[src/source/mipsPkg.sv]
package mipsPkg;

    localparam int dataWidth = 32;
    localparam int regAddrWidth = 5;
    localparam int raReg = 31; // link register for jal.

    // bit positions inside the alu flag word.
    localparam int flagBitZero = 0;
    localparam int flagBitOverflow = 1;

    typedef enum logic [5:0] {
        opSpecial = 6'h00,
        opJ       = 6'h02,
        opJal     = 6'h03,
        opBeq     = 6'h04,
        opAddi    = 6'h08,
        opAddiu   = 6'h09,
        opOri     = 6'h0d,
        opLui     = 6'h0f,
        opLw      = 6'h23,
        opSw      = 6'h2b
    } opcodeE;

    // funct field of special instructions.
    typedef enum logic [5:0] {
        fnNop  = 6'h00, // sll, treated as nop.
        fnSrav = 6'h07,
        fnJr   = 6'h08,
        fnAddu = 6'h21,
        fnSubu = 6'h23,
        fnSlt  = 6'h2a
    } functE;

    typedef enum logic [1:0] {dstRt, dstRd, dstRa} regDstE;

    typedef enum logic {srcB, srcImm} aluSrcE;

    typedef enum logic [1:0] {wbAlu, wbRam, wbPc4} mem2RegE;

    typedef enum logic [1:0] {npcPc4, npcBranch, npcJump, npcReg} npcSelE;

    typedef enum logic [1:0] {extZero, extSign, extLui} extOpE;

    typedef enum logic [2:0] {
        aluAdd,
        aluSub,
        aluOr,
        aluSlt,
        aluSra
    } aluOpE;

    typedef enum logic {flagHold, flagSet} flagOpE;

endpackage

[src/source/nextPc.sv]
module nextPc import mipsPkg::*; #(
    parameter logic [31:0] resetPc = 32'h0000_3000
) (
    input  logic        clk,
    input  logic        arstN,
    input  npcSelE      npcSel,
    input  logic [15:0] imm16,
    input  logic [25:0] target26,
    input  logic [31:0] regTarget,
    output logic [31:0] pc,
    output logic [31:0] pcPlus4
);

    logic [31:0] branchTarget;
    logic [31:0] jumpTarget;
    logic [31:0] pcNext;

    assign pcPlus4 = pc + 32'd4;

    // word offset relative to the delay slot address.
    assign branchTarget = pcPlus4 + {{14{imm16[15]}}, imm16, 2'b00};
    assign jumpTarget = {pc[31:28], target26, 2'b00};

    always_comb begin
        case (npcSel)
            npcPc4:    pcNext = pcPlus4;
            npcBranch: pcNext = branchTarget;
            npcJump:   pcNext = jumpTarget;
            npcReg:    pcNext = regTarget;
            default:   pcNext = pcPlus4;
        endcase
    end

    always_ff @(posedge clk or negedge arstN) begin
        if (!arstN) begin
            pc <= resetPc;
        end else begin
            pc <= pcNext;
        end
    end

endmodule

[config.mk]
export PLATFORM = sky130hd
export DESIGN_NAME = nextPc
export DESIGN_NICKNAME = d
export VERILOG_FILES = /design/src/source/mipsPkg.sv /design/src/source/nextPc.sv
export SDC_FILE = /design/constraint.sdc
export NUM_CORES = 1
export LEC_CHECK = 0
export ABC_AREA = 1
export BUFFER_PORTS_ARGS = -buffer_cell sky130_fd_sc_hd__buf_2
export CAP_MARGIN = 10
export CELL_PAD_IN_SITES_DETAIL_PLACEMENT = 0
export CELL_PAD_IN_SITES_GLOBAL_PLACEMENT = 1
export CORE_MARGIN = 4
export CORE_UTILIZATION = 36
export CTS_BUF_LIST = sky130_fd_sc_hd__clkbuf_8
export DETAILED_ROUTE_END_ITERATION = 6
export PLACE_DENSITY = 0.89
export REMOVE_ABC_BUFFERS = 1
export SYNTH_ARGS = -nofsm -noshare
export SYNTH_HDL_FRONTEND = slang
export SYNTH_SLANG_ARGS = --single-unit
[constraint.sdc]
create_clock -name clk -period 3.2 [get_ports clk]
set_clock_uncertainty 0.2 [all_clocks]
set_input_delay 0 -clock clk [delete_from_list [all_inputs] [get_ports clk]]
set_output_delay 0 -clock clk [all_outputs]
set_load 0.005 [all_outputs]
After elaboration in Yosys (flattened, before gate mapping)
Index checks and enable logic that the tools add are counted.
{"block": "classes", "n_addsub": 2, "n_eq_ne": 3, "n_mux": 1, "reduce_logical": 1}
{"cell": "$pmux W32 S4", "n": 1}
{"cell": "$add A32 B3 Y32 const B", "n": 1}
{"cell": "$add A32 B32 Y32", "n": 1}
{"cell": "$eq A2 B2 Y1 const B", "n": 2}
{"cell": "$eq A2 B1 Y1 const B", "n": 1}
{"cell": "$logic_not A2 Y1", "n": 1}
{"block": "word_totals", "regBits": 32, "word_cells": 9}

Logic depth before layout (Yosys ltp)
{"block": "logic_depth", "word_depth": 3, "ltp_mapped": 23, "mapped_depth_nobuf": 23}

Worst setup path after synthesis
OpenSTA, ideal clock, no wires.
{"block": "synth_path", "path_type": "register to register", "from": "reg pc[2]", "to": "reg pc[19]", "setup_time_ns": 0.127, "t_arrival_ns": 2.571, "required_ns": 2.873, "slack_ns": 0.302, "stages_incl_launch_ff": 20, "synth_period_minus_slack_ns": 2.898, "cell_sequence": "dfrtp_1 > ha_1 > nand2_1 > inv_2 > nand2_2 > nor2_4 > inv_2 > nor2_8 > nand3_4 > xnor2_1 > ha_1 > nand2_1 > inv_1 > nand2_1 > nand2_1 > a21oi_1 > nand2_1 > or2_2 > nand3_1 > nand3b_1"}
{"block": "synth_between", "elab_chain_cells": 3}
{"item": "start, declared", "line": "nextPc.sv:10", "rtl": "output logic [31:0] pc,"}
{"item": "start signal, assigned", "line": "nextPc.sv:36", "rtl": "pc <= resetPc;"}
{"item": "start signal, assigned", "line": "nextPc.sv:38", "rtl": "pc <= pcNext;"}
{"item": "$add A32 B3 Y32", "line": "nextPc.sv:18", "rtl": "assign pcPlus4 = pc + 32'd4;"}
{"item": "net pcPlus4[18]", "line": "nextPc.sv:11", "rtl": "output logic [31:0] pcPlus4"}
{"item": "$add A32 B32 Y32", "line": "nextPc.sv:21", "rtl": "assign branchTarget = pcPlus4 + {{14{imm16[15]}}, imm16, 2'b00};"}
{"item": "$pmux W32 S4", "line": "nextPc.sv:25", "rtl": "case (npcSel)"}
{"item": "net pcNext[19]", "line": "nextPc.sv:16", "rtl": "logic [31:0] pcNext;"}
The timed path passes the listed nets, and every way through them passes these cells.
A chain may end at the register's enable or synchronous reset.

Worst setup path in the final report
{"block": "layout_path", "from": "reg pc[2]", "to": "reg pc[23]"}
{"block": "layout_between", "elab_chain_cells": 3}
{"item": "$add A32 B3 Y32 *", "line": "nextPc.sv:18"}
{"item": "$add A32 B32 Y32", "line": "nextPc.sv:21"}
{"item": "$pmux W32 S4 *", "line": "nextPc.sv:25"}
{"item": "net pcNext[23]", "line": "nextPc.sv:16"}
The timed path passes the listed nets; every way through them passes the cells marked *.

==> results.json <==
{
  "drt_iter0_drc": 467,
  "worstSetupEndpointType": "register",
  "status": "finished, violations left",
  "nFillCells": 1085,
  "syn2layout_area_growth_pct": 69.3,
  "worst_pin_slew_ns": 0.792,
  "drt-wirelength-per-cell_um": 16.4,
  "dp.cells": 1141,
  "r2r_end": "pc[23]$_DFF_PN0_",
  "crit_end": "pc[23]$_DFF_PN0_",
  "reg.largest.list": "pc: 32 flops",
  "clockBufferDepth": 2,
  "cts_root_buf": "clkbuf_8",
  "drt-total-wl_um": 20100,
  "max_stage_delay_ns": 0.40,
  "grt.met3_usage_pct": 3.13,
  "r2r_start": "pc[2]$_DFF_PN0_",
  "dp.final_hpwl_um": 15200,
  "fp.dieW_um": 119,
  "multi_input_area_mm2": 0.00388,
  "start_util_pct": 36.8,
  "max_freq_mhz": 308,
  "netlist_instances": 746,
  "firstDrtPassIters": 5,
  "dieArea_mm2": 0.0142,
  "gp_congestion": 0.970,
  "numPortBuffers": 141,
  "regMostFlops": "pc",
  "final-setup-viol-count": 5,
  "finalWorstSetupSlack_ns": -0.0493,
  "crit_fanout": 5,
  "layout-drive-gt1-share_pct": 40.0,
  "antenna_left": 0,
  "finalCriticalPeriod_ns": 3.25,
  "yosys_warnings": 0,
  "rr_worst_depth": 19,
  "ys.flop_type": "dfrtp_1",
  "clock_latency_ns": 0.29,
  "die_h_um": 119,
  "vias_per_cell": 5.03,
  "regArea_um2": 806,
  "grt_pass1_vias": 5757,
  "worst_hold_slack_ns": 0.0281,
  "core_area_mm2": 0.0121,
  "violations": "negative setup slack",
  "synthTopCellsByArea": "nand2_1, dfrtp_1, ha_1, inv_1, nand3_1",
  "required_ns": 3.17,
  "rsz0062_at_grt": "yes",
  "seq_area_frac_synth_pct": 18.1,
  "hold_violations": 0,
  "slowest_stage": "dfrtp_1",
  "critPathLaunchType": "register",
  "arrival_ns": 3.22,
  "globalRouteMet2Util_pct": 43.4,
  "finish.utilization_pct": 62.4,
  "p_per_area_mw_per_mm2": 430,
  "synth_edf_count": 0,
  "ir_drop_v": 0.000166,
  "htree_levels": 2,
  "synth-seq-cells": 32,
  "gr-total-overflow": 0,
  "largest_register_ffs": 32,
  "synthArstFlopShare_pct": 100,
  "ff2ff_setup_slack_ns": -0.05,
  "path_class": "reg -> reg",
  "numCtsBuffers": 5,
  "finish.net_count": 1165,
  "synth_area_mm2": 0.00444,
  "maxCapViolCount": 0,
  "slew_headroom_pct": 47.2,
  "vias": 6148,
  "worstPathCellList": "ha_2 -> nand2_2 -> inv_2 -> nand2_4 -> nor2_4 -> inv_4 -> nor2_8 -> nand3_4 -> nor2_4 -> xor2_4 -> ha_4 -> a21oi_4 -> and2_4 -> nand2_4 -> inv_2 -> nand2_2 -> or2_1 -> nand3_2 -> nand3b_1",
  "clock_sinks": 32,
  "critical_path.startpoint": "pc[2]$_DFF_PN0_",
  "use_met1_pct": 35.8,
  "drv_slew": 0,
  "synth_cell_types": 43,
  "synth.avg_cell_area_um2": 5.96,
  "netlist.area_leader.share_pct": 21.8,
  "drc": 0,
  "hold_path.class": "in -> reg",
  "cts_tree": "built",
  "stdcell_count": 1222,
  "static-leakage-power_uw": 0.00385,
  "grt_max_degree": 33,
  "grt_pass1_wl_um": 29700,
  "fin_crit_sh_pct": 102,
  "grt_busiest_layer": "met2",
  "synth_largest_area_cell": "nand2_1",
  "num_rows": 40,
  "io_pins": 142,
  "clkTransAtPathRegs_ns": 0.08,
  "antenna_found_initial": 0,
  "grt.total_usage_pct": 26.4
}
## critical path: cells and delay by family, from the launching register on
family | cells | cell delay, ns
buf+inv | 3 | 0.20
flops | 1 | 0.40
compound gates | 1 | 0.17
fa+ha+maj | 2 | 0.48
simple gates | 12 | 1.42
xor+xnor | 1 | 0.23
## worst min path at each step
stage	startpoint	to	slack, ns	cells after the start
after floorplan	arstN	pc[0]$_DFFE_PN0P_	-0.50	0
after global placement	arstN	pc[27]$_DFF_PN0_	-0.08	1
after detailed placement	arstN	pc[27]$_DFF_PN0_	-0.08	1
after CTS	imm16[6]	pc[8]$_DFF_PN0_	0.005	4
after global routing	imm16[6]	pc[8]$_DFF_PN0_	0.03	4
final	imm16[6]	pc[8]$_DFF_PN0_	0.03	4
## area by class of cell
cell class,count,share of cell area [%]
timing repair buffer,312,28.6
antenna,1,0.0333
tap,168,2.79
multi-input combinational,598,51.6
clock inverter,3,0.166
inverter,103,5.17
clock buffer,5,0.915
sequential,32,10.7
## cells in the final DEF, fill, tap and decap left out, drive strengths merged, types with 2 or more instances in the layout
cell type	n
a21o	2
a21oi	35
a22o	11
buf	246
clkbuf	5
dfrtp	30
dfstp	2
dlygate4sd3	66
ha	34
inv	105
nand2	264
nand3	55
nand3b	8
nand4	28
nor2	82
nor3	13
o2111ai	3
o21ai	18
o21bai	5
or2	12
xnor2	11
xor2	10
## repair_timing
action,CTS,global route
pin swaps,0,56
endpoints found under the hold margin,62,0
gates resized for setup,16,145
setup buffers,0,8
hold buffers,66,0
setup endpoints to repair,10,23
## logic make-up after synthesis
group	after synthesis	synth area share, %
AOI/OAI and AO/OA	78	10.6
xor gates and xnor gates	21	4.48
adders and majority gates	35	10.0
buffers and inverters	116	10.1
DFF	32	18.1
and+or+nand+nor	464	46.7
## metal layers
layer	wire length, um	vias to the layer above
met4	525	0
met2	9470	243
met5	0	-
met1	8860	2840
met3	1190	41
li1	-	3024
## stage by stage
stage          instance area (um2)  setup TNS (ns)  power, uW  setup slack, ns
2_1_floorplan                 4380               0       1560            0.296
3_3_place_gp                  6050          -0.510       2450           -0.172
3_5_place_dp                  6050          -0.516       2460           -0.146
4_1_cts                       6860         -0.0223       2890          -0.0212
5_1_grt                       7520           -1.81       3470           -0.162
6_report                      7520          -0.163       3240          -0.0493
## power by group
group | internal (uW) | switching (uW) | leakage [uW]
sequential | 486 | 90.3 | 0.000384
combinational | 1060 | 1290 | 0.00342
clock | 146 | 162 | 0.0000505
## Yosys cell counts, types with 6 or more instances
library cell	number
nand3b_1	8
xnor2_1	11
a21oi_1	35
o21ai_0	16
nor3_1	11
nor2_1	72
nand4_1	28
inv_1	96
ha_1	34
xor2_1	8
dfrtp_1	30
inv_2	6
a22o_1	11
nand3_1	54
or2_2	11
nand2_1	258
Power figures use the tool's default switching activity.
