File: config.mk
export PLATFORM = sky130hd
export DESIGN_NAME = regFile
export DESIGN_NICKNAME = d
export VERILOG_FILES = /design/src/source/mipsPkg.sv /design/src/source/regFile.sv
export SDC_FILE = /design/constraint.sdc
export NUM_CORES = 2
export LEC_CHECK = 0
export BUFFER_PORTS_ARGS = -buffer_cell sky130_fd_sc_hd__buf_2
export CORE_ASPECT_RATIO = 0.5
export CORE_MARGIN = 2
export CORE_UTILIZATION = 25
export CTS_BUF_LIST = sky130_fd_sc_hd__clkbuf_2
export DETAILED_ROUTE_END_ITERATION = 10
export GPL_ROUTABILITY_DRIVEN = 0
export PLACE_DENSITY_LB_ADDON = 0.3
export SLEW_MARGIN = 40
export SYNTH_ARGS = -nofsm -noshare
export SYNTH_HDL_FRONTEND = slang
export SYNTH_SLANG_ARGS = --single-unit
File: constraint.sdc
create_clock -name clk -period 1.5 [get_ports clk]
set_input_delay 0 -clock clk [delete_from_list [all_inputs] [get_ports clk]]
set_output_delay 0 -clock clk [all_outputs]
set_load 0.02 [all_outputs]
File: src/source/mipsPkg.sv
package mipsPkg;

    localparam int dataWidth = 32;
    localparam int regAddrWidth = 5;
    localparam int raReg = 31; // link register for jal.

    // bit positions inside the alu flag word.
    localparam int flagBitZero = 0;
    localparam int flagBitOverflow = 1;

    typedef enum logic [5:0] {
        opSpecial = 6'h00,
        opJ       = 6'h02,
        opJal     = 6'h03,
        opBeq     = 6'h04,
        opAddi    = 6'h08,
        opAddiu   = 6'h09,
        opOri     = 6'h0d,
        opLui     = 6'h0f,
        opLw      = 6'h23,
        opSw      = 6'h2b
    } opcodeE;

    // funct field of special instructions.
    typedef enum logic [5:0] {
        fnNop  = 6'h00, // sll, treated as nop.
        fnSrav = 6'h07,
        fnJr   = 6'h08,
        fnAddu = 6'h21,
        fnSubu = 6'h23,
        fnSlt  = 6'h2a
    } functE;

    typedef enum logic [1:0] {dstRt, dstRd, dstRa} regDstE;

    typedef enum logic {srcB, srcImm} aluSrcE;

    typedef enum logic [1:0] {wbAlu, wbRam, wbPc4} mem2RegE;

    typedef enum logic [1:0] {npcPc4, npcBranch, npcJump, npcReg} npcSelE;

    typedef enum logic [1:0] {extZero, extSign, extLui} extOpE;

    typedef enum logic [2:0] {
        aluAdd,
        aluSub,
        aluOr,
        aluSlt,
        aluSra
    } aluOpE;

    typedef enum logic {flagHold, flagSet} flagOpE;

endpackage

File: src/source/regFile.sv
module regFile import mipsPkg::*; (
    input  logic                    clk,
    input  logic                    arstN,
    input  logic [regAddrWidth-1:0] rdAddrA,
    input  logic [regAddrWidth-1:0] rdAddrB,
    input  logic                    wrEn,
    input  logic [regAddrWidth-1:0] wrAddr,
    input  logic [dataWidth-1:0]    wrData,
    output logic [dataWidth-1:0]    rdDataA,
    output logic [dataWidth-1:0]    rdDataB
);

    localparam int numRegs = 2 ** regAddrWidth;

    logic [dataWidth-1:0] regs [numRegs];

    always_ff @(posedge clk or negedge arstN) begin
        if (!arstN) begin
            for (int i = 0; i < numRegs; i++) begin
                regs[i] <= '0;
            end
        end else if (wrEn && wrAddr != '0) begin
            regs[wrAddr] <= wrData;
        end
    end

    // $zero reads as zero.
    assign rdDataA = (rdAddrA == '0) ? '0 : regs[rdAddrA];
    assign rdDataB = (rdAddrB == '0) ? '0 : regs[rdAddrB];

endmodule

After elaboration in Yosys (flattened, before gate mapping)
Cells that the tools add are included.
{"block": "totals", "reg_bits": 1024, "latchBits": 0, "ram_bits": 0, "rom_bits": 0, "input_bits": 50, "out_inout_bits": 64, "word_cells": 55, "memories": 0}
{"block": "op_classes", "add_sub_neg": 0, "n_mul": 0, "div": 0, "magnitude_cmp": 4, "eq_ne": 0, "shift": 0, "mux": 11, "n_bitwise": 3, "n_reduce_logical": 5}
{"cell": "$bwmux W1024", "count": 1}
{"cell": "$bmux W32 S5", "count": 2}
{"cell": "$mux W32", "count": 7}
{"cell": "$demux W32 S5", "count": 1}
{"cell": "$ge A6 B6 Y1 const B", "count": 3}
{"cell": "$not A5 Y6", "count": 3}
{"cell": "$logic_not A5 Y1", "count": 2}
{"cell": "$lt A6 B1 Y1 const B", "count": 1}
{"cell": "$reduce_bool A5 Y1", "count": 1}
{"cell": "$logic_and A1 B1 Y1", "count": 2}

Longest topological paths before layout
{"block": "depth", "ltp_word": 6, "ltp_mapped": 7, "depth_no_buf": 4}

Least setup slack after synthesis
Ideal clock, no wire load.
{"block": "synth_timing", "kind": "input to output", "startpoint": "input rdAddrA[0]", "endpoint": "output rdDataA[14]", "t_arrival_ps": 1669, "required_time_ps": 1500, "path_slack_ps": -169, "path_stages": 7, "n_path_buf": 4, "cell_sequence": "buf_2 > inv_1 > buf_2 > buf_2 > clkbuf_1 > o2111ai_1 > a311oi_1"}
{"block": "synth_between", "elab_chain_len": 5, "word_cells_on_any_way": 6, "cone_classes": "4 x mux; 1 x bitwise; 1 x reduce/logical"}
{"item": "start, declared", "line": "regFile.sv:4", "source": "input logic [regAddrWidth-1:0] rdAddrA,"}
{"item": "$not A5 Y6 (not written as such)", "line": "regFile.sv:28", "source": "assign rdDataA = (rdAddrA == '0) ? '0 : regs[rdAddrA];"}
{"item": "$bmux W32 S5", "line": "regFile.sv:28"}
{"item": "$mux W32 (not written as such) (2 in a row)", "line": "regFile.sv:28"}
{"item": "$mux W32 *", "line": "regFile.sv:28"}
{"item": "end, declared", "line": "regFile.sv:9", "source": "output logic [dataWidth-1:0] rdDataA,"}
Mark *: on every way between the ends. The rest lies on a longest branch, timed or not. The select of a mux whose other input is x is not followed.

Worst setup path after layout
{"block": "layout_timing", "startpoint": "register regs[550] in the netlist's numbering", "endpoint": "output rdDataA[6]"}
{"block": "layout_between", "elab_chain_len": 4}
{"item": "start, declared", "line": "regFile.sv:15", "source": "logic [dataWidth-1:0] regs [numRegs];"}
{"item": "start signal, assigned by index", "line": "regFile.sv:23", "source": "regs[wrAddr] <= wrData;"}
{"item": "$bmux W32 S5", "line": "regFile.sv:28"}
{"item": "$mux W32 (not written as such) (2 in a row)", "line": "regFile.sv:28"}
{"item": "$mux W32", "line": "regFile.sv:28"}
Every way passes these cells. The select of a mux whose other input is x is not followed.

==> results.py <==
metrics = {
    "clock_tree": {
        "cts_made_buffers": 296,
        "cts_tree": "yes",
        "clk-insertion-delay-late_ns": 1.75,
        "cts.sinks": 1024,
        "cts_buffer_depth": 4,
        "clk_pin_slew_ns": 0.11,
        "cts-root-buf": "clkbuf_2",
        "htreeDepth": 5,
    },
    "pwr": {
        "p_sw_frac": 0.3218,
        "seqPwrFrac": 0.470,
        "comb_power_share": 0.267,
        "p_leak_nw": 30.40,
        "p_per_area_nw_per_um2": 1117,
        "power.internal_w": 0.05308,
        "ir_drop_mv": 0.7268,
        "clkPwrFrac": 0.263,
        "p_sw_w": 0.02518,
    },
    "critical_path": {
        "critPathArrivalTime_ns": 3.48,
        "required_ns": 1.50,
        "slowest_stage": "mux4_2",
        "r2r_end": "regs[550]",
        "path_max_fanout": 2,
        "end_kind": "output port",
        "critPathKind": "reg -> out",
        "slowest_delay_ns": 0.46,
        "rr_startpoint": "regs[550]",
        "crit_family": "multiplexers",
        "startpoint_type": "register",
        "crit_buf_inv": 2,
        "reg2reg_depth": 3,
        "crit_chain": "buf_6 -> mux4_2 -> mux2_4 -> o21ai_4 -> a311oi_4 -> buf_6",
        "crit_top_cell": "buf_6",
        "worst-r2r-setup-slack_ns": 0.47,
    },
    "synthesis": {
        "synthCells": 3621,
        "synth_edf_count": 0,
        "synthesis.nets": 3671,
        "synthesis.area_um2": 54370,
        "synth_simple_gate_area_share": 0.01611,
        "synth_top_family_by_area": "multiplexers",
        "synth-main-ff-cell": "dfrtp_1",
        "synth_compound_area_frac": 0.04842,
        "yosysWarnings": 0,
        "yosysSeqAreaShare": 0.4713,
        "synth_seq_cells": 1024,
        "synthAdderAreaFrac": 0,
        "synth.mux.area_fraction": 0.4279,
        "avgSynthCellArea_um2": 15.02,
        "async_flop_share": 1.000,
        "ys_types": 35,
        "synthXorXnorAreaFrac": 0,
    },
    "placement": {
        "dp_slack_ns": -0.7502,
        "portBuffers": 113,
        "place_inst": 6824,
        "dp_hpwl_mm": 136.9,
    },
    "finish": {
        "largest_register_ffs": 1024,
        "largest_registers": "regs: 1024 flops",
        "final_layout_size_suffix_gt1_frac": 0.6677,
        "max_flop_register": "regs",
        "layout.cells.non_filler": 7445,
        "final_nets": 4423,
        "area_growth_pct": 28.86,
    },
    "floorplanning": {
        "die_w_um": 663.5,
        "die-area_um2": 221500,
        "start_util": 0.2527,
        "core_um2": 215200,
        "die_h_um": 333.8,
        "io_pins": 114,
        "rows": 120,
    },
    "route": {
        "drcViolationCount": 0,
        "first_pass_iters": 7,
        "viasPerCell": 5.224,
        "wirelength_mm": 211.7,
        "met3RoutedLength_mm": 11.70,
        "wl_per_cell_um": 28.44,
        "top_layer_used": "met4",
        "ant_nets": 0,
        "met1_length_mm": 90.44,
        "route.met2.wl_mm": 102.0,
        "vias": 38900,
        "drtIter0Drc": 3232,
    },
    "timing": {
        "min_period_ns": 3.482,
        "max-slew-margin-rel": 0.1768,
        "finalSetupViolCount": 97,
        "max_freq_ghz": 0.2872,
        "rsz0062_at_grt": "yes",
        "worst_pin_slew_ns": 1.235,
        "finalHoldViolations": 0,
        "setup_slack_ns": -1.982,
        "final_max_slew_viol_count": 0,
        "fin_skew_ns": 0,
        "period_share": 2.322,
    },
    "grt": {
        "groute.usage.overall": 0.1883,
        "grt_pass1_vias": 41380,
        "grt_pass1_wl_mm": 304.1,
        "overflow": 0,
        "antenna_found_initial": 3,
        "grt_max_degree": 80,
    },
    "hold_path": {
        "min_to": "regs[764]",
        "hold_depth": 5,
        "hold_path.class": "in -> reg",
        "hold_path_startpoint": "wrData[28]",
    },
    "outcome": {
        "outcome": "finished, violations left",
        "violations": "setup timing",
    },
    "job": {
        "cap_violations": 0,
    },
}
-- cells in the mapped netlist, types with 5 or more instances --
library cell     n  area share
a211oi_1        64      0.0088
a221oi_1        46      0.0074
a22oi_1         64      0.0088
a311oi_1        64       0.010
buf_2          170       0.016
buf_4           34      0.0047
clkbuf_1       223       0.015
dfrtp_1       1024        0.47
mux2_1          10      0.0021
mux2_2        1046        0.22
mux2i_1        128       0.024
mux4_2         448        0.19
nand2_1         49      0.0034
nand2b_1         5     0.00058
nor2_1          19      0.0013
nor2b_1         71      0.0082
o2111ai_1       18      0.0029
o21ai_0        101      0.0093
o21ai_1          9     0.00083
-- metrics by stage --
| step | util | TNS [ns] | area [um^2] | power, W | hold WS [ns] |
|---|---|---|---|---|---|
| after floorplan | - | 0 | 54770 | 0.04843 | -0.2956 |
| after global placement | 0.2996 | -168.28 | 64460 | 0.05521 | -0.1136 |
| after detailed placement | 0.2997 | -162.18 | 64490 | 0.05607 | -0.1137 |
| after CTS | 0.3229 | -133.77 | 69470 | 0.07845 | 0.03729 |
| after global routing | 0.3256 | -131.67 | 70060 | 0.08224 | -0.009624 |
| final | 0.3256 | -118.70 | 70060 | 0.07826 | 0.09648 |
-- worst reg2reg max path, delay by kind of cell (launching register included) --
kind / cells / cell delay (ns)
multiplexers: 1 / 0.26
buffers and inverters: 2 / 0.25
flip-flops: 1 / 0.42
-- logic make-up (layout without fill, tap and decap cells) --
logic type | Yosys count | count (layout)
mux | 1632 | 1632
flops | 1024 | 1024
buf+inv | 434 | 1384
compound gates | 366 | 366
simple gates | 165 | 165
other cells | 0 | 7
-- routing by layer --
| metal | up-vias | track usage |
|---|---|---|
| met3 | 425 | 0.03285 |
| met5 | - | 0 |
| met2 | 1426 | 0.3106 |
| met4 | 0 | 0.07311 |
| li1 | 15760 | - |
| met1 | 21280 | 0.2470 |
-- what timing repair did --
action	4_1_cts	5_1_grt
endpoints found under the setup margin	64	78
hold endpoints to repair	2016	992
hold buffers	84	33
resized for setup	432	82
pin swaps	97	60
setup buffers	7	6
-- power groups by stage --
stage	registers, W	clock network, W	logic [W]
after floorplan	0.0357	0	0.0127
after global placement	0.0367	0	0.0185
after detailed placement	0.0371	0	0.0190
after CTS	0.0366	0.0213	0.0206
after global routing	0.0373	0.0228	0.0221
final	0.0368	0.0206	0.0209
-- placed cells by master (no fill, tap or decap), types with 51 or more instances in the layout --
| master | count |
|---|---|
| dfrtp_1 | 1024 |
| mux2_2 | 1007 |
| buf_4 | 496 |
| mux4_2 | 448 |
| clkbuf_2 | 425 |
| buf_12 | 182 |
| mux2i_1 | 128 |
| dlygate4sd3_1 | 82 |
| buf_2 | 73 |
| clkinv_1 | 53 |
| a211oi_2 | 51 |
-- how the worst max path moves through the flow --
stage / cells past startpoint / end / startpoint / slack, ns
2_1_floorplan: 6 / rdDataB[13] / rdAddrB[1] / 0.004
3_3_place_gp: 7 / rdDataA[24] / rdAddrA[2] / -0.73
3_5_place_dp: 7 / rdDataA[19] / rdAddrA[2] / -0.75
4_1_cts: 6 / rdDataB[2] / regs[706] / -2.21
5_1_grt: 6 / rdDataB[23] / regs[919] / -2.20
6_report: 6 / rdDataA[6] / regs[550] / -1.98
-- layout make-up --
class	instances	area, um^2
sequential	1024	25620
inverter	2	12.51
clock inverter	71	331.6
tap	2867	3587
antenna	7	17.52
fill	21180	145100
multi-input combinational	2163	29180
clock buffer	425	2127
timing repair buffer	886	9185
Power figures use the tool's default switching activity.
