===== config.mk =====
export PLATFORM = sky130hd
export DESIGN_NAME = controller
export DESIGN_NICKNAME = d
export VERILOG_FILES = /design/src/source/mipsPkg.sv /design/src/source/controller.sv
export SDC_FILE = /design/constraint.sdc
export NUM_CORES = 1
export LEC_CHECK = 0
export ABC_CLOCK_PERIOD_IN_PS = 2500
export BUFFER_PORTS_ARGS = -buffer_cell sky130_fd_sc_hd__buf_2
export CORE_AREA = 2 2 39 41
export DETAILED_ROUTE_END_ITERATION = 6
export DIE_AREA = 0 0 41 43
export PLACE_DENSITY = 0.83
export SLEW_MARGIN = 20
export SYNTH_ARGS = -nofsm -noshare
export SYNTH_HDL_FRONTEND = slang
export SYNTH_SLANG_ARGS = --single-unit

===== constraint.sdc =====
create_clock -name vclk -period 2.5
set_input_delay 0.5 -clock vclk [all_inputs]
set_output_delay 0.5 -clock vclk [all_outputs]
set_load 0.05 [all_outputs]

===== src/source/mipsPkg.sv =====
package mipsPkg;

    localparam int dataWidth = 32;
    localparam int regAddrWidth = 5;
    localparam int raReg = 31; // link register for jal.

    // bit positions inside the alu flag word.
    localparam int flagBitZero = 0;
    localparam int flagBitOverflow = 1;

    typedef enum logic [5:0] {
        opSpecial = 6'h00,
        opJ       = 6'h02,
        opJal     = 6'h03,
        opBeq     = 6'h04,
        opAddi    = 6'h08,
        opAddiu   = 6'h09,
        opOri     = 6'h0d,
        opLui     = 6'h0f,
        opLw      = 6'h23,
        opSw      = 6'h2b
    } opcodeE;

    // funct field of special instructions.
    typedef enum logic [5:0] {
        fnNop  = 6'h00, // sll, treated as nop.
        fnSrav = 6'h07,
        fnJr   = 6'h08,
        fnAddu = 6'h21,
        fnSubu = 6'h23,
        fnSlt  = 6'h2a
    } functE;

    typedef enum logic [1:0] {dstRt, dstRd, dstRa} regDstE;

    typedef enum logic {srcB, srcImm} aluSrcE;

    typedef enum logic [1:0] {wbAlu, wbRam, wbPc4} mem2RegE;

    typedef enum logic [1:0] {npcPc4, npcBranch, npcJump, npcReg} npcSelE;

    typedef enum logic [1:0] {extZero, extSign, extLui} extOpE;

    typedef enum logic [2:0] {
        aluAdd,
        aluSub,
        aluOr,
        aluSlt,
        aluSra
    } aluOpE;

    typedef enum logic {flagHold, flagSet} flagOpE;

endpackage


===== src/source/controller.sv =====
module controller import mipsPkg::*; (
    input  opcodeE               opcode,
    input  functE                funct,
    input  logic [dataWidth-1:0] nFlag,
    output regDstE               regDst,
    output aluSrcE               aluSrc,
    output mem2RegE              mem2Reg,
    output logic                 regWr,
    output logic                 memWr,
    output npcSelE               npcSel,
    output extOpE                extOp,
    output aluOpE                aluOp,
    output flagOpE               flagOp
);

    typedef struct packed {
        regDstE  regDst;
        aluSrcE  aluSrc;
        mem2RegE mem2Reg;
        logic    regWr;
        logic    memWr;
        npcSelE  npcSel;
        extOpE   extOp;
        aluOpE   aluOp;
        flagOpE  flagOp;
    } ctrlT;

    // no writes, sequential pc.
    localparam ctrlT ctrlOff = '{dstRt, srcB, wbAlu, 1'b0, 1'b0, npcPc4, extZero, aluAdd, flagHold};

    ctrlT cw;
    logic zero;
    logic overflow;

    assign zero = nFlag[flagBitZero];
    assign overflow = nFlag[flagBitOverflow];

    // opcode and funct only. the flag dependent fields are gated further down.
    always_comb begin
        cw = ctrlOff;
        case (opcode)
            opSpecial: begin
                case (funct)
                    fnAddu: cw = '{dstRd, srcB, wbAlu, 1'b1, 1'b0, npcPc4, extZero, aluAdd, flagHold};
                    fnSubu: cw = '{dstRd, srcB, wbAlu, 1'b1, 1'b0, npcPc4, extZero, aluSub, flagHold};
                    fnSlt:  cw = '{dstRd, srcB, wbAlu, 1'b1, 1'b0, npcPc4, extZero, aluSlt, flagHold};
                    fnSrav: cw = '{dstRd, srcB, wbAlu, 1'b1, 1'b0, npcPc4, extZero, aluSra, flagHold};
                    fnJr:   cw = '{dstRt, srcB, wbAlu, 1'b0, 1'b0, npcReg, extZero, aluAdd, flagHold};
                    fnNop:  cw = ctrlOff;
                    default: cw = ctrlOff;
                endcase
            end
            opOri:   cw = '{dstRt, srcImm, wbAlu, 1'b1, 1'b0, npcPc4, extZero, aluOr, flagHold};
            opLui:   cw = '{dstRt, srcImm, wbAlu, 1'b1, 1'b0, npcPc4, extLui, aluOr, flagHold};
            opAddi:  cw = '{dstRt, srcImm, wbAlu, 1'b1, 1'b0, npcPc4, extSign, aluAdd, flagSet};
            opAddiu: cw = '{dstRt, srcImm, wbAlu, 1'b1, 1'b0, npcPc4, extSign, aluAdd, flagHold};
            opLw:    cw = '{dstRt, srcImm, wbRam, 1'b1, 1'b0, npcPc4, extSign, aluAdd, flagHold};
            opSw:    cw = '{dstRt, srcImm, wbRam, 1'b0, 1'b1, npcPc4, extSign, aluAdd, flagHold};
            opBeq:   cw = '{dstRt, srcB, wbAlu, 1'b0, 1'b0, npcBranch, extZero, aluSub, flagHold};
            opJ:     cw = '{dstRt, srcB, wbAlu, 1'b0, 1'b0, npcJump, extZero, aluAdd, flagHold};
            opJal:   cw = '{dstRa, srcB, wbPc4, 1'b1, 1'b0, npcJump, extZero, aluAdd, flagHold};
            default: cw = ctrlOff;
        endcase
    end

    assign regDst = cw.regDst;
    assign aluSrc = cw.aluSrc;
    assign mem2Reg = cw.mem2Reg;
    assign regWr = cw.regWr;
    assign memWr = cw.memWr;
    assign extOp = cw.extOp;
    assign aluOp = cw.aluOp;

    // beq stays sequential unless rs equals rt.
    assign npcSel = (cw.npcSel == npcBranch && !zero) ? npcPc4 : cw.npcSel;

    // addi only raises the status bit on an actual overflow.
    assign flagOp = (cw.flagOp == flagSet && overflow) ? flagSet : flagHold;

endmodule


# After elaboration in Yosys (flattened, before gate mapping)
# Cells that the tools add are included.
dict set report word_totals {
  regBits 0
  inputBits 44
  out_inout_bits 15
}
dict set report op_classes {
  eq_ne 15
  mux 4
  reduce_logical 4
}
# op count
set ops {}
lappend ops {{$pmux W15 S10} 1}
lappend ops {{$pmux W14 S5} 1}
lappend ops {{$eq A6 B4 Y1 const B} 5}
lappend ops {{$eq A6 B6 Y1 const B} 5}
lappend ops {{$eq A6 B2 Y1 const B} 2}
lappend ops {{$eq A6 B3 Y1 const B} 2}
lappend ops {{$logic_not A6 Y1} 1}
lappend ops {{$eq A2 B1 Y1 const B} 1}
lappend ops {{$logic_and A1 B1 Y1} 2}
lappend ops {{$mux W2} 1}
lappend ops {{$logic_not A1 Y1} 1}
lappend ops {{$mux W1} 1}

# Depth between registers and ports, before layout
# Gate-level depths: netlist of run 1.
dict set report logic_depth {
  word_depth 6
  depth_mapped 4
}

# Worst setup path before layout of run 1
# OpenSTA, ideal clock, no wires.
dict set report synth_path {
  kind {input to output}
  from {in opcode[1]}
  to {out aluSrc}
  arrival_time_ps 1927
  required_time_ps 2000
  path_slack_ps 73
  cell_stages 3
  path_buffers 0
  cell_sequence {nor3b_1 > a21oi_1 > o31ai_1}
}
dict set report synth_via {
  elab_chain_len 2
  word_cells_on_any_way 11
  classes_between {9 x eq/ne; 1 x mux; 1 x reduce/logical}
}
# item line_no
set synth_lines {}
lappend synth_lines {{start, declared} controller.sv:2} ;# input opcodeE opcode,
lappend synth_lines {{$eq A6 B2 Y1, or another cell as far along} controller.sv:41} ;# case (opcode)
lappend synth_lines {{$pmux W15 S10 (*)} controller.sv:41}
lappend synth_lines {{end, declared} controller.sv:6} ;# output aluSrcE aluSrc,
# Mark *: on every way between the ends. The rest lies on a longest branch, timed or not.

# Worst setup path after layout of run 1
dict set report layout_path {
  from {in opcode[4]}
  to {out aluOp[1]}
}
dict set report layout_via {
  elab_chain_len 2
  word_cells_on_any_way 11
  classes_between {9 x eq/ne; 1 x mux; 1 x reduce/logical}
}
# item line_no
set layout_lines {}
lappend layout_lines {{$eq A6 B2 Y1, or another cell as far along} controller.sv:41}
lappend layout_lines {{$pmux W15 S10 (*)} controller.sv:41}
lappend layout_lines {{end, declared} controller.sv:12} ;# output aluOpE aluOp,
# Marked as above.

==> metrics.yaml, run 1 <==
setup_path:
  path_cells: "buf_2 -> nor4_4 -> nand4_1 -> o21ai_1 -> buf_2"
  cp_num_buf_inv: 2
  required_ps: 2000
  worstSetupPathDepth: 5
  critPathLaunchType: "input port"
  critPathArrivalTime_ps: 1740
  slowest_stage: "nor4_4"
  crit_type: "in2out"
  cp_max_fo: 7
  slowest_delay_ps: 440
  crit_family: "simple AND/OR/NAND/NOR gates"
  crit_top_cell: "buf_2"
  endpoint_kind: "output pin"
placed_design:
  gp_congestion: 0.800
  hpwl_um: 833
  portBuffers: 29
  place_ws_ps: 296
synthesis:
  syn_area_um2: 323
  yosysWarnings: 0
  synth_seq_area_share_pct: 0
  syn_inst: 50
  ys_types: 25
  syn-num-nets: 94
  synth.avg_cell_area_um2: 6.46
clock_tree:
  cts_resized: 0
  post_cts_buffers: 0
  holdBufCountCts: 0
drt:
  wl_per_cell_um: 11.3
  num_vias: 510
  drc: 0
  drt-initial-drc-count: 25
  dr_wl_met3_um: 96
  wirelength_um: 1050
  highest_layer: "met3"
  firstDrtPassIters: 4
  met2WireLength_um: 505
  avgViaCountPerCell: 5.48
  ant_nets: 0
  m1WireLength_um: 449
power_and_ir_drop:
  p_per_area_nw_per_um2: 134
  peakVddDrop_mv: 0.0352
  power_mw: 0.0635
  p_leak_nw: 0.233
global_routing:
  grt_max_degree: 12
  antenna_found_initial: 0
  grt_pass1_wl_um: 1630
  grt.total_usage_pct: 12.0
  grt_pass1_vias: 388
  grt_overflow_total: 0
sta:
  fmax_mhz: 447
  slew_viol_final: 0
  tightest_slew_ps: 395
  timing.final.ws_setup_ps: 261
  fin_crit_ps: 2240
  setup_tns_ps: 0
  hold_viol: 0
  rsz0062_at_grt: "false"
  fin_crit_sh_pct: 89.6
  finalSetupViolCount: 0
  relSlewSlack_pct: 73.4
floorplanning:
  start_util_pct: 23.3
  die_w_um: 41
  ioPinCount: 59
  die_area_um2: 1760
  core_um2: 1380
  die_h_um: 43
  rows: 14
final_layout:
  clockBufferCount: 0
  area_delta_synth_final_pct: 47.3
  antenna_cells: 0
  nFlopsAndLatches: 0
  regArea_um2: 0
  nets: 123
  drive_gt1_share_pct: 40.3
flow_run:
  maxCapViolCount: 0
run_status:
  outcome: "complete, no violations"
worst_hold_path:
  min_delay_path_depth: 4
  hp-class: "in2out"
-- where the power goes --
part | switching, mW | internal, mW | total, mW
combinational | 0.0416 | 0.0219 | 0.0635
clock | 0 | 0 | 0
sequential | 0 | 0 | 0
total | 0.0416 | 0.0219 | 0.0635
-- worst paths after layout --
| kind | start | slack (ps) | to |
|---|---|---|---|
| setup / recovery | opcode[4] | 260 | aluOp[1] |
| hold / removal | nFlag[1] | 1390 | flagOp |
-- cells in the mapped netlist (2+ instances only) --
library cell  number  area share (%)
and2_1             3             5.8
o21ai_1            2             3.1
a21oi_1            2             3.1
nor3_1             3             4.6
nor2b_1            5             9.7
nor4bb_1           3             9.3
nand2_1            4             4.6
nand4_1            4             7.8
nor2_1             7             8.1
nor3b_1            2             4.6
-- cell families after synthesis --
kind of cell           synth area share (%)
AO/OA/AOI/OAI                          15.5
buffers and inverters                  5.04
AND/OR/NAND/NOR                        79.5
-- per-stage QoR --
stage          cell area [um^2]  std cells  utilization (%)  hold WS (ps)
2_1_floorplan               323         50                -          1170
3_3_place_gp                475         93             34.4          1390
3_5_place_dp                475         93             34.4          1400
4_1_cts                     475         93             34.4          1400
5_1_grt                     475         93             34.4          1410
6_report                    475         93             34.4          1390
-- layer usage --
metal / vias to the layer above / global-route usage (%)
met5: - / 0
met1: 227 / 18.4
met4: 0 / 0
met2: 31 / 19.1
met3: 0 / 0.524
li1: 252 / -
-- placed cells by master, fill, tap and decap left out, drive strengths merged --
cell type / synthesis / final
and4: 1 / 1
o21ai: 2 / 2
nor4b: 1 / 1
nor3b: 2 / 2
nand3: 1 / 1
and2: 3 / 3
o2111ai: 1 / 1
nand4: 4 / 4
and4bb: 1 / 1
buf: 2 / 29
and4b: 1 / 1
nor4: 1 / 1
o31ai: 1 / 1
and3: 1 / 1
nor3: 3 / 3
nor2b: 5 / 5
inv: 1 / 1
a21oi: 2 / 2
nand3b: 1 / 1
nor2: 7 / 7
a31oi: 1 / 1
o211ai: 1 / 1
nor4bb: 3 / 3
nand2: 4 / 4
-- tightest hold or removal path, cell delays in order --
cell and delay, ps:
buf_2 90, nand3b_1 60, nor2_1 40, buf_2 200
-- final cells by class --
cell class                 count  area, um^2
fill                         158         908
multi-input combinational     47         307
timing repair buffer          29         145
tap                           16        20.0
inverter                       1        3.75
Power figures use the tool's default switching activity.
==> run 2, diff against run 1 <==
--- a/config.mk
+++ b/config.mk
@@ -5,8 +5,8 @@
 export SDC_FILE = /design/constraint.sdc
 export NUM_CORES = 1
 export LEC_CHECK = 0
-export ABC_CLOCK_PERIOD_IN_PS = 2500
-export BUFFER_PORTS_ARGS = -buffer_cell sky130_fd_sc_hd__buf_2
+export ABC_CLOCK_PERIOD_IN_PS = 2700
+export BUFFER_PORTS_ARGS = -buffer_cell sky130_fd_sc_hd__buf_4
 export CORE_AREA = 2 2 39 41
 export DETAILED_ROUTE_END_ITERATION = 6
 export DIE_AREA = 0 0 41 43
@@ -15,3 +15,4 @@
 export SYNTH_ARGS = -nofsm -noshare
 export SYNTH_HDL_FRONTEND = slang
 export SYNTH_SLANG_ARGS = --single-unit
+export TNS_END_PERCENT = 10
==> constraint.sdc (replaced) <==
create_clock -name vclk -period 2.7
set_input_delay 0.54 -clock vclk [all_inputs]
set_output_delay 0.54 -clock vclk [all_outputs]
set_load 0.05 [all_outputs]
==> run 2 against run 1 <==
  * First-iteration DRC count is 36% lower
  * Global-route usage is 0.90 points higher
  * Critical endpoint unchanged
  * Routed wire length is 1.3% lower
  * Design area is 15% higher
  * Via count is 5.9% lower
  * Largest power group unchanged
  * Sequential cell count stayed put
  * Core utilization is 5.2 points higher
==> metrics.yaml, run 2 (synthesized netlist as in run 1, its figures left out) <==
final_layout:
  regArea_um2: 0  # unchanged
  final_cells: 93  # unchanged
  final_area_um2: 548  # +15%
  final_cell_mix: "29 x buf_4, 7 x nor2_1, 5 x nor2b_1"
  nets: 123  # unchanged
  antenna_cells: 0  # unchanged
  drive_gt1_share_pct: 40.3  # unchanged
  clockBufferCount: 0  # unchanged
  final_common_cell: "buf_4"
  area_delta_synth_final_pct: 69.8
  nFlopsAndLatches: 0  # unchanged
setup_path:
  crit_top_cell: "buf_4"
  crit_family: "simple AND/OR/NAND/NOR gates"
  slowest_stage: "nor4_4"
  endpoint_kind: "output pin"
  critPathLaunchType: "input port"
  required_ps: 2160  # +160 ps
  crit_type: "in2out"
  cp_num_buf_inv: 2  # unchanged
  slowest_delay_ps: 430  # about the same
  cp_max_fo: 7  # unchanged
  critPathArrivalTime_ps: 1700  # -40 ps
  path_cells: "buf_4 -> nor4_4 -> nand4_1 -> o21ai_1 -> buf_4"
sta:
  tightest_slew_ps: 393  # -2.16 ps
  rsz0062_at_grt: "false"
  fin_crit_sh_pct: 82.8
  fmax_mhz: 447
  setup_tns_ps: 0  # unchanged
  finalSetupViolCount: 0  # unchanged
  hold_viol: 0  # unchanged
  fin_crit_ps: 2240
  relSlewSlack_pct: 73.6  # +0.15 points
  timing.final.ws_setup_ps: 463  # +203 ps
  slew_viol_final: 0  # unchanged
global_routing:
  grt_pass1_vias: 441  # +14%
  grt_pass1_wl_um: 1730  # +6.3%
  antenna_found_initial: 0  # unchanged
  grt_max_degree: 12  # unchanged
  grt_overflow_total: 0  # unchanged
  grt.total_usage_pct: 12.9  # +0.90 points
placed_design:
  portBuffers: 29  # unchanged
  placed_area_um2: 548  # +15%
  gp_congestion: 0.823  # +2.9%
  placed_cells: 93  # unchanged
  place_ws_ps: 484  # +187 ps
  hpwl_um: 867  # +4.0%
drt:
  drc: 0  # unchanged
  drt-initial-drc-count: 16  # -36%
  firstDrtPassIters: 4  # unchanged
  num_vias: 480  # -5.9%
  avgViaCountPerCell: 5.16  # -5.9%
  wl_per_cell_um: 11.2  # -1.3%
  wirelength_um: 1040  # -1.3%
  ant_nets: 0  # unchanged
power_and_ir_drop:
  p_per_area_nw_per_um2: 121  # -9.8%
  peakVddDrop_mv: 0.0365  # +3.5%
  power_mw: 0.0660  # +3.9%
  p_leak_nw: 0.244  # +4.7%
worst_hold_path:
  min_delay_path_depth: 3  # -1
  hp-start: "opcode[1]"
  hold_end: "npcSel[0]"
  hp-class: "in2out"
floorplanning:
  core_um2: 1380  # unchanged
  die_h_um: 43  # unchanged
  rows: 14  # unchanged
  ioPinCount: 59  # unchanged
  die_w_um: 41  # unchanged
  die_area_um2: 1760  # unchanged
  start_util_pct: 23.3  # unchanged
clock_tree:
  cts_resized: 0  # unchanged
  holdBufCountCts: 0  # unchanged
  post_cts_buffers: 0  # unchanged
run_status:
  outcome: "complete, no violations"
flow_run:
  maxCapViolCount: 0  # unchanged
==> run 2: where the power goes <==
| group | switching [mW] | internal (mW) | leakage [nW] |
|---|---|---|---|
| Combinational | 0.0379 | 0.0281 | 0.244 |
| Clock | 0 | 0 | 0 |
| Sequential | 0 | 0 | 0 |
==> run 2: through the flow <==
stage	hold WS, ps	utilization [%]
5_1_grt	1450	39.6
6_report	1440	39.6
3_3_place_gp	1430	39.6
2_1_floorplan	1250	-
3_5_place_dp	1440	39.6
4_1_cts	1440	39.6
==> run 2: area by class of cell <==
class	instances	area [um^2]
fillers	149	836
inverters	1	3.75
multi-input cells	47	307
well taps	16	20.0
repair buffers	29	218
==> run 2: worst min-delay path, stage by stage <==
cell and delay [ps]:
buf_4 120, a21oi_1 50, buf_4 180
==> run 2: worst max-delay path by stage <==
| stage | start | end | slack, ps | depth (start not counted) |
|---|---|---|---|---|
| final | opcode[4] | aluOp[1] | 460 | 5 |
| after global routing | opcode[4] | regWr | 370 | 5 |
| after CTS | opcode[4] | regWr | 470 | 5 |
| after detailed placement | opcode[4] | aluOp[0] | 480 | 5 |
| after global placement | opcode[4] | regWr | 500 | 5 |
| after floorplan | opcode[1] | aluSrc | 190 | 3 |
==> run 2: per-layer routing <==
| layer | track usage, % | vias up | share of wire (%) |
|---|---|---|---|
| met5 | 0 | - | 0 |
| met4 | 2.00 | 0 | 0 |
| met3 | 0 | 0 | 5.3 |
| met2 | 20.9 | 16 | 50 |
| met1 | 18.7 | 212 | 45 |
| li1 | - | 252 | - |
